==> config.mk <==
export PLATFORM = sky130hd
export DESIGN_NAME = opl_pg_top
export DESIGN_NICKNAME = d
export VERILOG_FILES = /design/src/source/opl_pg_pkg.sv /design/src/source/opl_sh_rst.sv /design/src/source/opl_pg_comb.sv /design/src/source/opl_pg_regs.sv /design/src/source/opl_pg.sv /design/src/source/opl_pg_top.sv
export SDC_FILE = /design/constraint.sdc
export NUM_CORES = 1
export LEC_CHECK = 0
export BUFFER_PORTS_ARGS = -buffer_cell sky130_fd_sc_hd__buf_2
export CAP_MARGIN = 30
export CORE_MARGIN = 10
export CORE_UTILIZATION = 63
export DETAILED_ROUTE_END_ITERATION = 10
export GPL_ROUTABILITY_DRIVEN = 0
export PLACE_DENSITY = 0.86
export SKIP_LAST_GASP = 1
export SLEW_MARGIN = 20
export SYNTH_ARGS = -nofsm -noshare
export SYNTH_HDL_FRONTEND = slang
export SYNTH_SLANG_ARGS = --single-unit
==> constraint.sdc <==
create_clock -name clk -period 8.7 [get_ports clk]
set_clock_uncertainty 0.15 [all_clocks]
set_input_delay 0.87 -clock clk [delete_from_list [all_inputs] [get_ports clk]]
set_output_delay 0.87 -clock clk [all_outputs]
set_load 0.01 [all_outputs]
==> src/source/opl_pg_pkg.sv <==
`default_nettype none

package opl_pg_pkg;

    // Slot index, room for up to 32 operator slots
    typedef logic [4:0] slot_t;
    // Channel frequency number
    typedef logic [9:0] fnum_t;
    // Octave
    typedef logic [2:0] block_t;
    // Multiplier code as written by the host
    typedef logic [3:0] mul_t;
    // Block and top fnum bit
    typedef logic [3:0] kc_t;
    // Increment before the multiplier
    typedef logic [16:0] phinc_t;
    // Full phase accumulator
    typedef logic [19:0] phase_t;
    // Phase seen by the operator, top ten accumulator bits
    typedef logic [9:0] phase_op_t;

    // One output bundle per slot tick
    typedef struct packed {
        slot_t     slot;
        kc_t       kc;
        phase_op_t phase;
    } pg_out_t;

    // Twice the frequency multiple, so code 0 stays an integer
    function automatic logic [4:0] mul_factor(input mul_t code);
        logic [4:0] f;
        case (code)
            4'd0:    f = 5'd1;
            4'd11:   f = 5'd20;
            4'd12,
            4'd13:   f = 5'd24;
            4'd14,
            4'd15:   f = 5'd30;
            // Codes 1 to 10 scale linearly
            default: f = {code, 1'b0};
        endcase
        return f;
    endfunction

endpackage

`default_nettype wire

==> src/source/opl_sh_rst.sv <==
`default_nettype none

module opl_sh_rst #(
    parameter type payload_t = logic [7:0],
    parameter int  STAGES    = 2
) (
    input  wire logic     clk,
    input  wire logic     arst_n,
    input  wire logic     cen,
    input  wire payload_t din,
    output payload_t      drop
);

    payload_t sr [STAGES];

    // Shift only on enable ticks, hold otherwise
    always_ff @(posedge clk or negedge arst_n) begin
        if (!arst_n) begin
            for (int i = 0; i < STAGES; i++)
                sr[i] <= '0;
        end else if (cen) begin
            sr[0] <= din;
            for (int i = 1; i < STAGES; i++)
                sr[i] <= sr[i-1];
        end
    end

    // Oldest entry
    assign drop = sr[STAGES-1];

endmodule

`default_nettype wire

==> src/source/opl_pg_comb.sv <==
`default_nettype none

module opl_pg_comb import opl_pg_pkg::*; (
    // Stage I inputs
    input  wire fnum_t      fnum,
    input  wire block_t     block,
    input  wire logic [6:0] lfo_mod,
    input  wire logic       vib,
    input  wire logic       dvb,
    // Stage II inputs
    input  wire mul_t       mul,
    input  wire phinc_t     phinc_in,
    input  wire phase_t     phase_in,
    input  wire logic       pg_rst,
    // Stage I results
    output kc_t             keycode,
    output phinc_t          phinc_out,
    // Stage II results
    output phase_t          phase_out,
    output phase_op_t       phase_op
);

    logic [3:0]  vib_mag;
    logic        vib_neg;
    logic [6:0]  vib_prod;
    logic [3:0]  vib_off;
    fnum_t       fnum_mod;
    phinc_t      phinc_sh;
    logic [4:0]  factor;
    logic [21:0] prod;
    phase_t      step;

    // Keycode uses fnum bit 9 only
    assign keycode = {block, fnum[9]};

    // LFO word split into magnitude and sign
    assign vib_mag = lfo_mod[5:2];
    assign vib_neg = lfo_mod[6];

    always_comb begin
        // Offset scales with the top three fnum bits
        vib_prod = fnum[9:7] * vib_mag;
        // Deep vibrato keeps one more bit
        if (dvb)
            vib_off = vib_prod[6:3];
        else
            vib_off = {1'b0, vib_prod[6:4]};
        // Wraps modulo 1024
        if (!vib)
            fnum_mod = fnum;
        else if (vib_neg)
            fnum_mod = fnum - fnum_t'(vib_off);
        else
            fnum_mod = fnum + fnum_t'(vib_off);
    end

    always_comb begin
        // Block 7 lands on bit 16 at most
        phinc_sh  = phinc_t'(fnum_mod) << block;
        phinc_out = phinc_sh >> 1;
    end

    // Multiplier table gives twice the factor
    assign factor = mul_factor(mul);

    always_comb begin
        prod = phinc_in * factor;
        // Undo the doubling
        step = phase_t'(prod[21:1]);
        // Key-on forces a fresh start
        if (pg_rst)
            phase_out = '0;
        else
            phase_out = phase_in + step;
    end

    // Operator sees the top bits only
    assign phase_op = phase_out[19:10];

endmodule

`default_nettype wire

==> src/source/opl_pg_regs.sv <==
`default_nettype none

module opl_pg_regs import opl_pg_pkg::*; #(
    parameter int CH = 9
) (
    input  wire logic       clk,
    input  wire logic       arst_n,
    input  wire logic       cen,
    input  wire slot_t      slot,
    input  wire logic       wb_cyc,
    input  wire logic       wb_stb,
    input  wire logic       wb_we,
    input  wire logic [7:0] wb_adr,
    input  wire logic [7:0] wb_dat_w,
    output logic      [7:0] wb_dat_r,
    output logic            wb_ack,
    output fnum_t           fnum,
    output block_t          block,
    output mul_t            mul,
    output logic            vib,
    output logic            dvb,
    output logic            pg_rst
);

    // Per-slot fields
    mul_t   mul_r [2*CH];
    logic   vib_r [2*CH];
    // Per-channel fields
    fnum_t  fnum_r [CH];
    block_t block_r [CH];
    logic   kon_r [CH];
    logic   dvb_r;
    // Phase reset waiting for its slot
    logic [2*CH-1:0] pend;

    logic       access;
    logic       wr_en;
    logic       sel_slot;
    logic       sel_flo;
    logic       sel_fhi;
    logic       sel_dvb;
    slot_t      adr_slot;
    logic [3:0] adr_ch;
    logic [7:0] rd_nxt;
    logic [3:0] ch;

    // New cycle seen while no ack outstanding
    assign access = wb_cyc && wb_stb && !wb_ack;
    assign wr_en  = access && wb_we;

    // Address decode, out-of-range slots and channels fall through
    assign adr_slot = slot_t'(wb_adr[4:0]);
    assign adr_ch   = wb_adr[3:0];
    assign sel_slot = (wb_adr[7:5] == 3'b000) && (int'(adr_slot) < 2*CH);
    assign sel_flo  = (wb_adr[7:4] == 4'h2) && (int'(adr_ch) < CH);
    assign sel_fhi  = (wb_adr[7:4] == 4'h3) && (int'(adr_ch) < CH);
    assign sel_dvb  = (wb_adr == 8'h40);

    always_comb begin
        rd_nxt = 8'h00;
        if (sel_slot)
            rd_nxt = {1'b0, vib_r[adr_slot], 2'b00, mul_r[adr_slot]};
        else if (sel_flo)
            rd_nxt = fnum_r[adr_ch][7:0];
        else if (sel_fhi)
            rd_nxt = {2'b00, kon_r[adr_ch], block_r[adr_ch], fnum_r[adr_ch][9:8]};
        else if (sel_dvb)
            rd_nxt = {7'd0, dvb_r};
    end

    // Single-cycle ack, read data captured alongside
    always_ff @(posedge clk or negedge arst_n) begin
        if (!arst_n) begin
            wb_ack   <= 1'b0;
            wb_dat_r <= 8'h00;
        end else begin
            wb_ack <= access;
            if (access)
                wb_dat_r <= rd_nxt;
        end
    end

    // Register file, visible from the ack cycle on
    always_ff @(posedge clk or negedge arst_n) begin
        if (!arst_n) begin
            for (int i = 0; i < 2*CH; i++) begin
                mul_r[i] <= '0;
                vib_r[i] <= 1'b0;
            end
            for (int i = 0; i < CH; i++) begin
                fnum_r[i]  <= '0;
                block_r[i] <= '0;
                kon_r[i]   <= 1'b0;
            end
            dvb_r <= 1'b0;
        end else if (wr_en) begin
            if (sel_slot) begin
                mul_r[adr_slot] <= wb_dat_w[3:0];
                vib_r[adr_slot] <= wb_dat_w[6];
            end
            if (sel_flo)
                fnum_r[adr_ch][7:0] <= wb_dat_w;
            if (sel_fhi) begin
                fnum_r[adr_ch][9:8] <= wb_dat_w[1:0];
                block_r[adr_ch]     <= wb_dat_w[4:2];
                kon_r[adr_ch]       <= wb_dat_w[5];
            end
            if (sel_dvb)
                dvb_r <= wb_dat_w[0];
        end
    end

    // Key-on edge arms both operators, served slot clears its own flag
    // set wins over clear on a shared edge
    always_ff @(posedge clk or negedge arst_n) begin
        if (!arst_n) begin
            pend <= '0;
        end else begin
            if (cen)
                pend[slot] <= 1'b0;
            if (wr_en && sel_fhi && wb_dat_w[5] && !kon_r[adr_ch]) begin
                pend[{adr_ch, 1'b0}] <= 1'b1;
                pend[{adr_ch, 1'b1}] <= 1'b1;
            end
        end
    end

    // Stage I view of the current slot
    assign ch     = slot[4:1];
    assign fnum   = fnum_r[ch];
    assign block  = block_r[ch];
    assign mul    = mul_r[slot];
    assign vib    = vib_r[slot];
    assign dvb    = dvb_r;
    assign pg_rst = pend[slot];

    a_ack_single: assert property (@(posedge clk) disable iff (!arst_n)
        wb_ack |=> !wb_ack);

endmodule

`default_nettype wire

==> src/source/opl_pg.sv <==
`default_nettype none

module opl_pg import opl_pg_pkg::*; #(
    parameter int CH  = 9,
    parameter int PAD = 2
) (
    input  wire logic       clk,
    input  wire logic       arst_n,
    input  wire logic       cen,
    input  wire slot_t      slot,
    input  wire fnum_t      fnum,
    input  wire block_t     block,
    input  wire mul_t       mul,
    input  wire logic       vib,
    input  wire logic       dvb,
    input  wire logic [6:0] lfo_mod,
    input  wire logic       pg_rst,
    output slot_t           out_slot,
    output kc_t             out_kc,
    output phase_op_t       out_phase
);

    kc_t       kc_i;
    phinc_t    phinc_i;
    // Stage II registers
    phinc_t    phinc_ii;
    kc_t       kc_ii;
    mul_t      mul_ii;
    logic      rst_ii;
    slot_t     slot_ii;
    phase_t    phase_ii;
    // Ring tap and sum
    phase_t    phase_drop;
    phase_t    phase_sum;
    phase_op_t phase_op_ii;
    pg_out_t   bundle_ii;
    pg_out_t   bundle_out;

    opl_pg_comb u_comb (
        .fnum      (fnum),
        .block     (block),
        .lfo_mod   (lfo_mod),
        .vib       (vib),
        .dvb       (dvb),
        .mul       (mul_ii),
        .phinc_in  (phinc_ii),
        .phase_in  (phase_ii),
        .pg_rst    (rst_ii),
        .keycode   (kc_i),
        .phinc_out (phinc_i),
        .phase_out (phase_sum),
        .phase_op  (phase_op_ii)
    );

    // Ring tap lines up with stage I and is captured with the rest
    always_ff @(posedge clk or negedge arst_n) begin
        if (!arst_n) begin
            phinc_ii <= '0;
            kc_ii    <= '0;
            mul_ii   <= '0;
            rst_ii   <= 1'b0;
            slot_ii  <= '0;
            phase_ii <= '0;
        end else if (cen) begin
            phinc_ii <= phinc_i;
            kc_ii    <= kc_i;
            mul_ii   <= mul;
            rst_ii   <= pg_rst;
            slot_ii  <= slot;
            phase_ii <= phase_drop;
        end
    end

    // One round of phases minus the stage II capture
    opl_sh_rst #(.payload_t(phase_t), .STAGES(2*CH-1)) u_ring (
        .clk    (clk),
        .arst_n (arst_n),
        .cen    (cen),
        .din    (phase_sum),
        .drop   (phase_drop)
    );

    assign bundle_ii = '{slot: slot_ii, kc: kc_ii, phase: phase_op_ii};

    // Output alignment delay
    opl_sh_rst #(.payload_t(pg_out_t), .STAGES(PAD)) u_pad (
        .clk    (clk),
        .arst_n (arst_n),
        .cen    (cen),
        .din    (bundle_ii),
        .drop   (bundle_out)
    );

    assign out_slot  = bundle_out.slot;
    assign out_kc    = bundle_out.kc;
    assign out_phase = bundle_out.phase;

    // Ring length relies on stage I running one slot ahead of stage II
    a_slot_follow: assert property (@(posedge clk) disable iff (!arst_n)
        cen |=> slot == ((slot_ii == slot_t'(2*CH-1)) ? '0 : slot_ii + 1'b1));

endmodule

`default_nettype wire

==> src/source/opl_pg_top.sv <==
`default_nettype none

module opl_pg_top import opl_pg_pkg::*; #(
    parameter int CH  = 9,
    parameter int PAD = 2
) (
    input  wire logic       clk,
    input  wire logic       arst_n,
    input  wire logic       cen,
    input  wire logic [6:0] lfo_mod,
    input  wire logic       wb_cyc,
    input  wire logic       wb_stb,
    input  wire logic       wb_we,
    input  wire logic [7:0] wb_adr,
    input  wire logic [7:0] wb_dat_w,
    output logic      [7:0] wb_dat_r,
    output logic            wb_ack,
    output slot_t           out_slot,
    output kc_t             out_kc,
    output phase_op_t       out_phase
);

    // Last operator slot
    localparam slot_t SLOT_LAST = slot_t'(2*CH-1);

    slot_t  slot_cnt;
    fnum_t  fnum;
    block_t block;
    mul_t   mul;
    logic   vib;
    logic   dvb;
    logic   pg_rst;

    // Slot sequencer, one step per enable tick
    always_ff @(posedge clk or negedge arst_n) begin
        if (!arst_n)
            slot_cnt <= '0;
        else if (cen)
            slot_cnt <= (slot_cnt == SLOT_LAST) ? '0 : slot_cnt + 1'b1;
    end

    opl_pg_regs #(.CH(CH)) u_regs (
        .clk      (clk),
        .arst_n   (arst_n),
        .cen      (cen),
        .slot     (slot_cnt),
        .wb_cyc   (wb_cyc),
        .wb_stb   (wb_stb),
        .wb_we    (wb_we),
        .wb_adr   (wb_adr),
        .wb_dat_w (wb_dat_w),
        .wb_dat_r (wb_dat_r),
        .wb_ack   (wb_ack),
        .fnum     (fnum),
        .block    (block),
        .mul      (mul),
        .vib      (vib),
        .dvb      (dvb),
        .pg_rst   (pg_rst)
    );

    opl_pg #(.CH(CH), .PAD(PAD)) u_pg (
        .clk       (clk),
        .arst_n    (arst_n),
        .cen       (cen),
        .slot      (slot_cnt),
        .fnum      (fnum),
        .block     (block),
        .mul       (mul),
        .vib       (vib),
        .dvb       (dvb),
        .lfo_mod   (lfo_mod),
        .pg_rst    (pg_rst),
        .out_slot  (out_slot),
        .out_kc    (out_kc),
        .out_phase (out_phase)
    );

    // Register file and phase ring assume the counter stays in range
    a_slot_range: assert property (@(posedge clk) disable iff (!arst_n)
        slot_cnt <= SLOT_LAST);

endmodule

`default_nettype wire

# Word level (Yosys, flattened, before mapping)
# Index checks and enable logic that the tools add are counted.
[word_totals]
word_cells = 226
ff_bits = 677
in_bits = 29
out_inout_bits = 28
[classes]
magnitude_cmp = 14
multipliers = 2
bitwise_logic = 8
reduce_logical = 23
n_shift = 1
n_eq_ne = 9
mux = 68
add_sub_neg = 4
[ops]
columns = ["op", "count"]
rows = [
  ["$mux 90", 3],
  ["$bwmux 90", 2],
  ["$bmux 10 s4", 2],
  ["$demux 10 s4", 2],
  ["$bwmux 72", 1],
  ["$mux 10", 7],
  ["$bmux 4 s5", 2],
  ["$mux 18", 2],
  ["$mux 8", 4],
  ["$bwmux 27", 1],
  ["$bmux 3 s4", 2],
  ["$mux 4", 6],
  ["$mul 16x5->21", 1],
  ["$add 20x20->20", 1],
  ["$demux 4 s5", 1],
  ["$eq 4x4->1 const B", 5],
  ["$mux 20", 1],
  ["$pmux 5 s4", 1],
  ["$and 18x18->18", 1],
  ["$bwmux 18", 1],
  ["$lt 5x6->1 const B", 3],
  ["$not 18->18", 1],
  ["$or 18x17->18", 1],
  ["$or 18x18->18", 1],
  ["other kinds (32)", 77],
]

# Longest topological paths before layout
[logic_depth]
ltp_word = 10
ltp_mapped = 33
mapped_depth_nobuf = 30

# Hierarchy
# A second synthesis with hierarchy kept.
[hier_totals]
hier_cells = 2631
area_unflattened_um2 = 36765.3
[modules_own_cells]
columns = ["module", "area_per_inst_um2", "cells_each", "instances", "seq_area_each_um2"]
rows = [
  ["opl_sh_rst (u_pg.u_ring)", 14305.0, 738, 1, 8508.2],
  ["opl_pg_regs", 13206.4, 964, 1, 6105.9],
  ["opl_pg_comb", 5187.5, 694, 1, 0.0],
  ["opl_pg", 2149.6, 108, 1, 1276.2],
  ["opl_sh_rst (u_pg.u_pad)", 1635.3, 99, 1, 950.9],
  ["opl_pg_top", 281.5, 28, 1, 125.1],
]

# Worst setup path before layout
# Ideal clock, no wire load.
[synth_path]
path_type = "register to register"
from = "reg slot_cnt[2]"
to = "reg u_pg.phinc_ii[14]"
required_ns = 8.428
setup_slack_ns = 1.912
path_buffers = 3
setup_time_ns = 0.122
synth_period_minus_slack_ns = 6.788
path_stages_with_launch = 32
arrival_ns = 6.516
path_cell_list = "dfrtp_1 buf_2 buf_1 clkbuf_1 mux4_2 mux2i_1 o21ai_1 nand2_1 fa_1 inv_1 ha_1 and3_1 and4_4 or3b_4 inv_1 nor2_1 a21oi_1 ha_1 nor2_1 a21oi_1 inv_1 ha_1 nor2b_1 o21a_1 o211ai_1 a31oi_1 o2111a_1 a211oi_2 o211a_4 xor2_2 a21oi_2 a32o_1"
[synth_via]
elab_chain_cells = 10
word_cells_on_any_way = 18
cone_classes = "2 x add/sub; 1 x mul; 1 x shift; 12 x mux; 2 x bitwise"
[synth_lines]
columns = ["element", "line_no", "rtl"]
rows = [
  ["start, declared", "opl_pg_top.sv:26", "slot_t slot_cnt;"],
  ["start signal, assigned", "opl_pg_top.sv:39", "slot_cnt <= (slot_cnt == SLOT_LAST) ? '0 : slot_cnt + 1'b1;"],
  ["$not 4->5 (not written as such)", "opl_pg_regs.sv:130, opl_pg_regs.sv:131", ""],
  ["$bmux 10 s4", "opl_pg_regs.sv:130", "assign fnum = fnum_r[ch];"],
  ["$mux 10 (not written as such) (2 in series)", "opl_pg_regs.sv:130", ""],
  ["$mul 3x4->7", "opl_pg_comb.sv:42", "vib_prod = fnum[9:7] * vib_mag;"],
  ["$mux 4", "opl_pg_comb.sv:44", "if (dvb)"],
  ["$add 10x4->10 / $sub 10x4->10 (equally long branches)", "opl_pg_comb.sv:54, opl_pg_comb.sv:52", ""],
  ["$mux 10", "opl_pg_comb.sv:51", "else if (vib_neg)"],
  ["$mux 10", "opl_pg_comb.sv:49", "if (!vib)"],
  ["$shl 10x3->17 (*)", "opl_pg_comb.sv:59", "phinc_sh = phinc_t'(fnum_mod) << block;"],
  ["end signal, assigned", "opl_pg.sv:65", "phinc_ii <= phinc_i;"],
  ["end, declared", "opl_pg.sv:26", "phinc_t phinc_ii;"],
]
# Mark *: on every way between the ends. The rest lies on a longest branch, timed or not. The select of a mux whose other input is x is not followed.
# A chain may end at the register's enable or synchronous reset.

# Worst setup path after layout
[layout_path]
from = "reg slot_cnt[2]"
to = "reg u_pg.phinc_ii[8]"
# Same word-level chain as after synthesis.

==> flow_summary_export.csv <==
group,metric,value,unit
global_routing,use_met2,0.393,
logic_synthesis,synth_cell_types,78,
pwr,vdd_drop_max,185,uV
global_routing,use_met1,0.279,
cts,cts_sinks,657,
global_routing,grt_pass1_wl,114000,um
detailed_routing,dr_total_vias,20300,
global_routing,antenna_found_initial,4,
critical_path,critPathMaxStageDelay,0.83,ns
global_routing,overflow,0,
global_routing,met3_usage,0.0424,
cts,cts-buffers-inserted,68,
detailed_routing,antenna_left,0,
critical_path,startpoint_type,"flip-flop",
critical_path,worstPathArrival,8.00,ns
timing,worst_slew_pin_slew,1.06,ns
finish,drive_above_1_share,0.355,
timing,post-route-min-period,7.67,ns
cts,htree_num_levels,3,
critical_path,crit_family,"compound AO/OA/AOI/OAI gates",
critical_path,path_buf_inv,3,
critical_path,required,9.03,ns
detailed_routing,drt_iter0_drc,1598,
cts,clk_pin_slew,0.07,ns
critical_path,crit_fanout,24,
global_routing,grt_use_total,0.230,
cts,cts.repair.resized,0,
cts,cts_buffer_depth,3,
detailed_routing,drc,0,
detailed_routing,firstDrtPassIters,5,
cts,cts_root_buf,"clkbuf_16",
pwr,p_leak,17.5,nW
floorplanning,initial_core_util,0.638,
critical_path,cp-end-kind,"flip-flop",
detailed_routing,post_drt_wl_per_cell,21.4,um
pwr,pwr_density_cell,223,nW/um^2
place,numPortBuffers,54,
cts,cts_hold_buf,0,
run_status,status,"completed",
timing,hold_viol,0,
timing,timing.setup.tns,0,ns
timing,maxSlewViolCount,0,
timing,setup_slack,1.03,ns
cts,post_cts_buffers,0,
hold_path,worstHoldPathType,"input port to asynchronous set/reset pin",
logic_synthesis,ys_ff_latch,657,
timing,setup_viol,0,
run,cap_violations,0,
logic_synthesis,synthCells,2506,
timing,hold_slack,0.220,ns
timing,fin_crit_sh,0.882,
critical_path,criticalPathCategory,"flip-flop to flip-flop",
place,post-place-ws,1.09,ns
floorplanning,fp.dieH,248,um
logic_synthesis,yosysWarningCount,0,
logic_synthesis,synth-edff-count,0,
detailed_routing,routed_via_density,6.27,
place,dp_hpwl,44800,um
floorplanning,coreArea,51400,um^2
floorplanning,chipWidth,248,um
critical_path,cp_common_cell,"nor2_1",
floorplanning,io_pins,57,
floorplanning,die-area,61600,um^2
finish,layout_common_cells,"dfrtp_1, mux2_2, nand2_1, inv_1, mux4_2",
logic_synthesis,syn-num-nets,2651,
critical_path,slowest_stage,"dfrtp_1",
timing,rsz0062_at_grt,"false",
cts,cts_tree,"built",
pwr,total_power,8.00,mW
detailed_routing,wirelength,69400,um
logic_synthesis,synth_flop_cell,"dfrtp_1",
logic_synthesis,syn_area_per_cell,13.1,um^2
logic_synthesis,synth_seq_area_share,0.501,
finish,final_common_cell,"dfrtp_1",
finish,synthToLayoutAreaGrowth,9.27,%
timing,max_slew_margin,0.293,
logic_synthesis,syn-cell-area,32800,um^2
floorplanning,num_rows,83,
timing,fmax,0.130,GHz
global_routing,grt.busiest_layer,"met2",
cts,insertion_delay,0.62,ns
global_routing,grt_max_degree,193,
logic_synthesis,synthArstFlopShare,1.00,
global_routing,grt_pass1_vias,21700,
finish,fin_nets,2652,
==> through the flow <==
| step | util | cell area, um^2 | instances |
|---|---|---|---|
| floorplan | - | 32800 | 2506 |
| CTS | 0.696 | 35800 | 3235 |
| global route | 0.697 | 35800 | 3241 |
| detailed placement | 0.652 | 33500 | 3112 |
| finish | 0.697 | 35800 | 3241 |
| global placement | 0.651 | 33500 | 3110 |
==> path summary, 6_finish.rpt <==
check	startpoint	end	slack [ns]	cells past startpoint
max	slot_cnt[2]	u_pg.phinc_ii[8]	1.03	27
min	arst_n	u_pg.u_ring.sr[277]	0.22	1
max reg2reg	slot_cnt[2]	u_pg.phinc_ii[8]	1.03	27
min reg2reg	u_regs.wb_dat_r[5]	u_regs.wb_dat_r[5]	0.32	2
max in group asynchronous	arst_n	u_regs.mul_r[12]	6.06	3
min in group clk	u_regs.wb_dat_r[5]	u_regs.wb_dat_r[5]	0.32	2
==> flip-flops by register name, summed over array words and instances, names as in the netlist, 4 cells and up <==
register and count:
slot_cnt 5, u_pg.phinc_ii 16, u_regs.kon_r 9, u_pg.u_ring.sr 309, u_pg.mul_ii 4, u_pg.phase_ii 20
u_pg.slot_ii 5, u_regs.wb_dat_r 8, u_regs.block_r 27, u_regs.pend 18, u_regs.fnum_r 90, u_regs.vib_r 18
u_pg.u_pad.drop 10, u_pg.u_pad.sr 19, u_pg.u_ring.drop 20, u_regs.mul_r 72, u_pg.kc_ii 4
==> synth_stat cells, drive strengths merged (27+ instances only) <==
cell type | n | share of area
xnor2 | 27 | 0.0072
nor2b | 32 | 0.0061
nor3 | 27 | 0.0041
inv | 100 | 0.011
buf | 52 | 0.0088
mux2 | 589 | 0.20
nand2 | 156 | 0.018
o21ai | 67 | 0.010
and2 | 48 | 0.0092
fa | 47 | 0.029
a21oi | 69 | 0.011
ha | 69 | 0.026
nand3 | 32 | 0.0049
dfrtp | 657 | 0.50
nor2 | 92 | 0.011
mux2i | 29 | 0.0089
clkbuf | 100 | 0.011
mux4 | 100 | 0.069
==> cell type report <==
type,instances,area (um^2)
diodes,1,2.50
inverters,102,383
clock buffers,93,1960
flip-flops and latches,657,16400
fillers,3300,15600
repair buffers,83,576
clock inverters,30,297
multi-input cells,1595,15300
well taps,680,851
==> power by group <==
group          leakage, nW  internal [mW]  total (mW)  switching, mW
logic                 7.40          0.641        1.32          0.682
registers             9.02           3.47        3.75          0.281
clock network         1.11           1.71        2.92           1.22
==> metal layers <==
metal,vias to the layer above,wire length (um)
met1,10500,27400
met4,6,2840
met3,204,3950
li1,8952,-
met5,-,44
met2,682,35100
==> cell families (layout without fill, tap and decap cells) <==
| group | Yosys count | in the layout | share of synthesized area |
|---|---|---|---|
| compound gates | 268 | 268 | 0.0545 |
| xor+xnor | 37 | 37 | 0.0101 |
| fa+ha+maj | 116 | 116 | 0.0550 |
| buf+inv | 254 | 308 | 0.0319 |
| flops | 657 | 657 | 0.501 |
| mux | 718 | 718 | 0.280 |
| other cells | 0 | 1 | 0 |
| simple gates | 456 | 456 | 0.0670 |
Power figures use the tool's default switching activity.
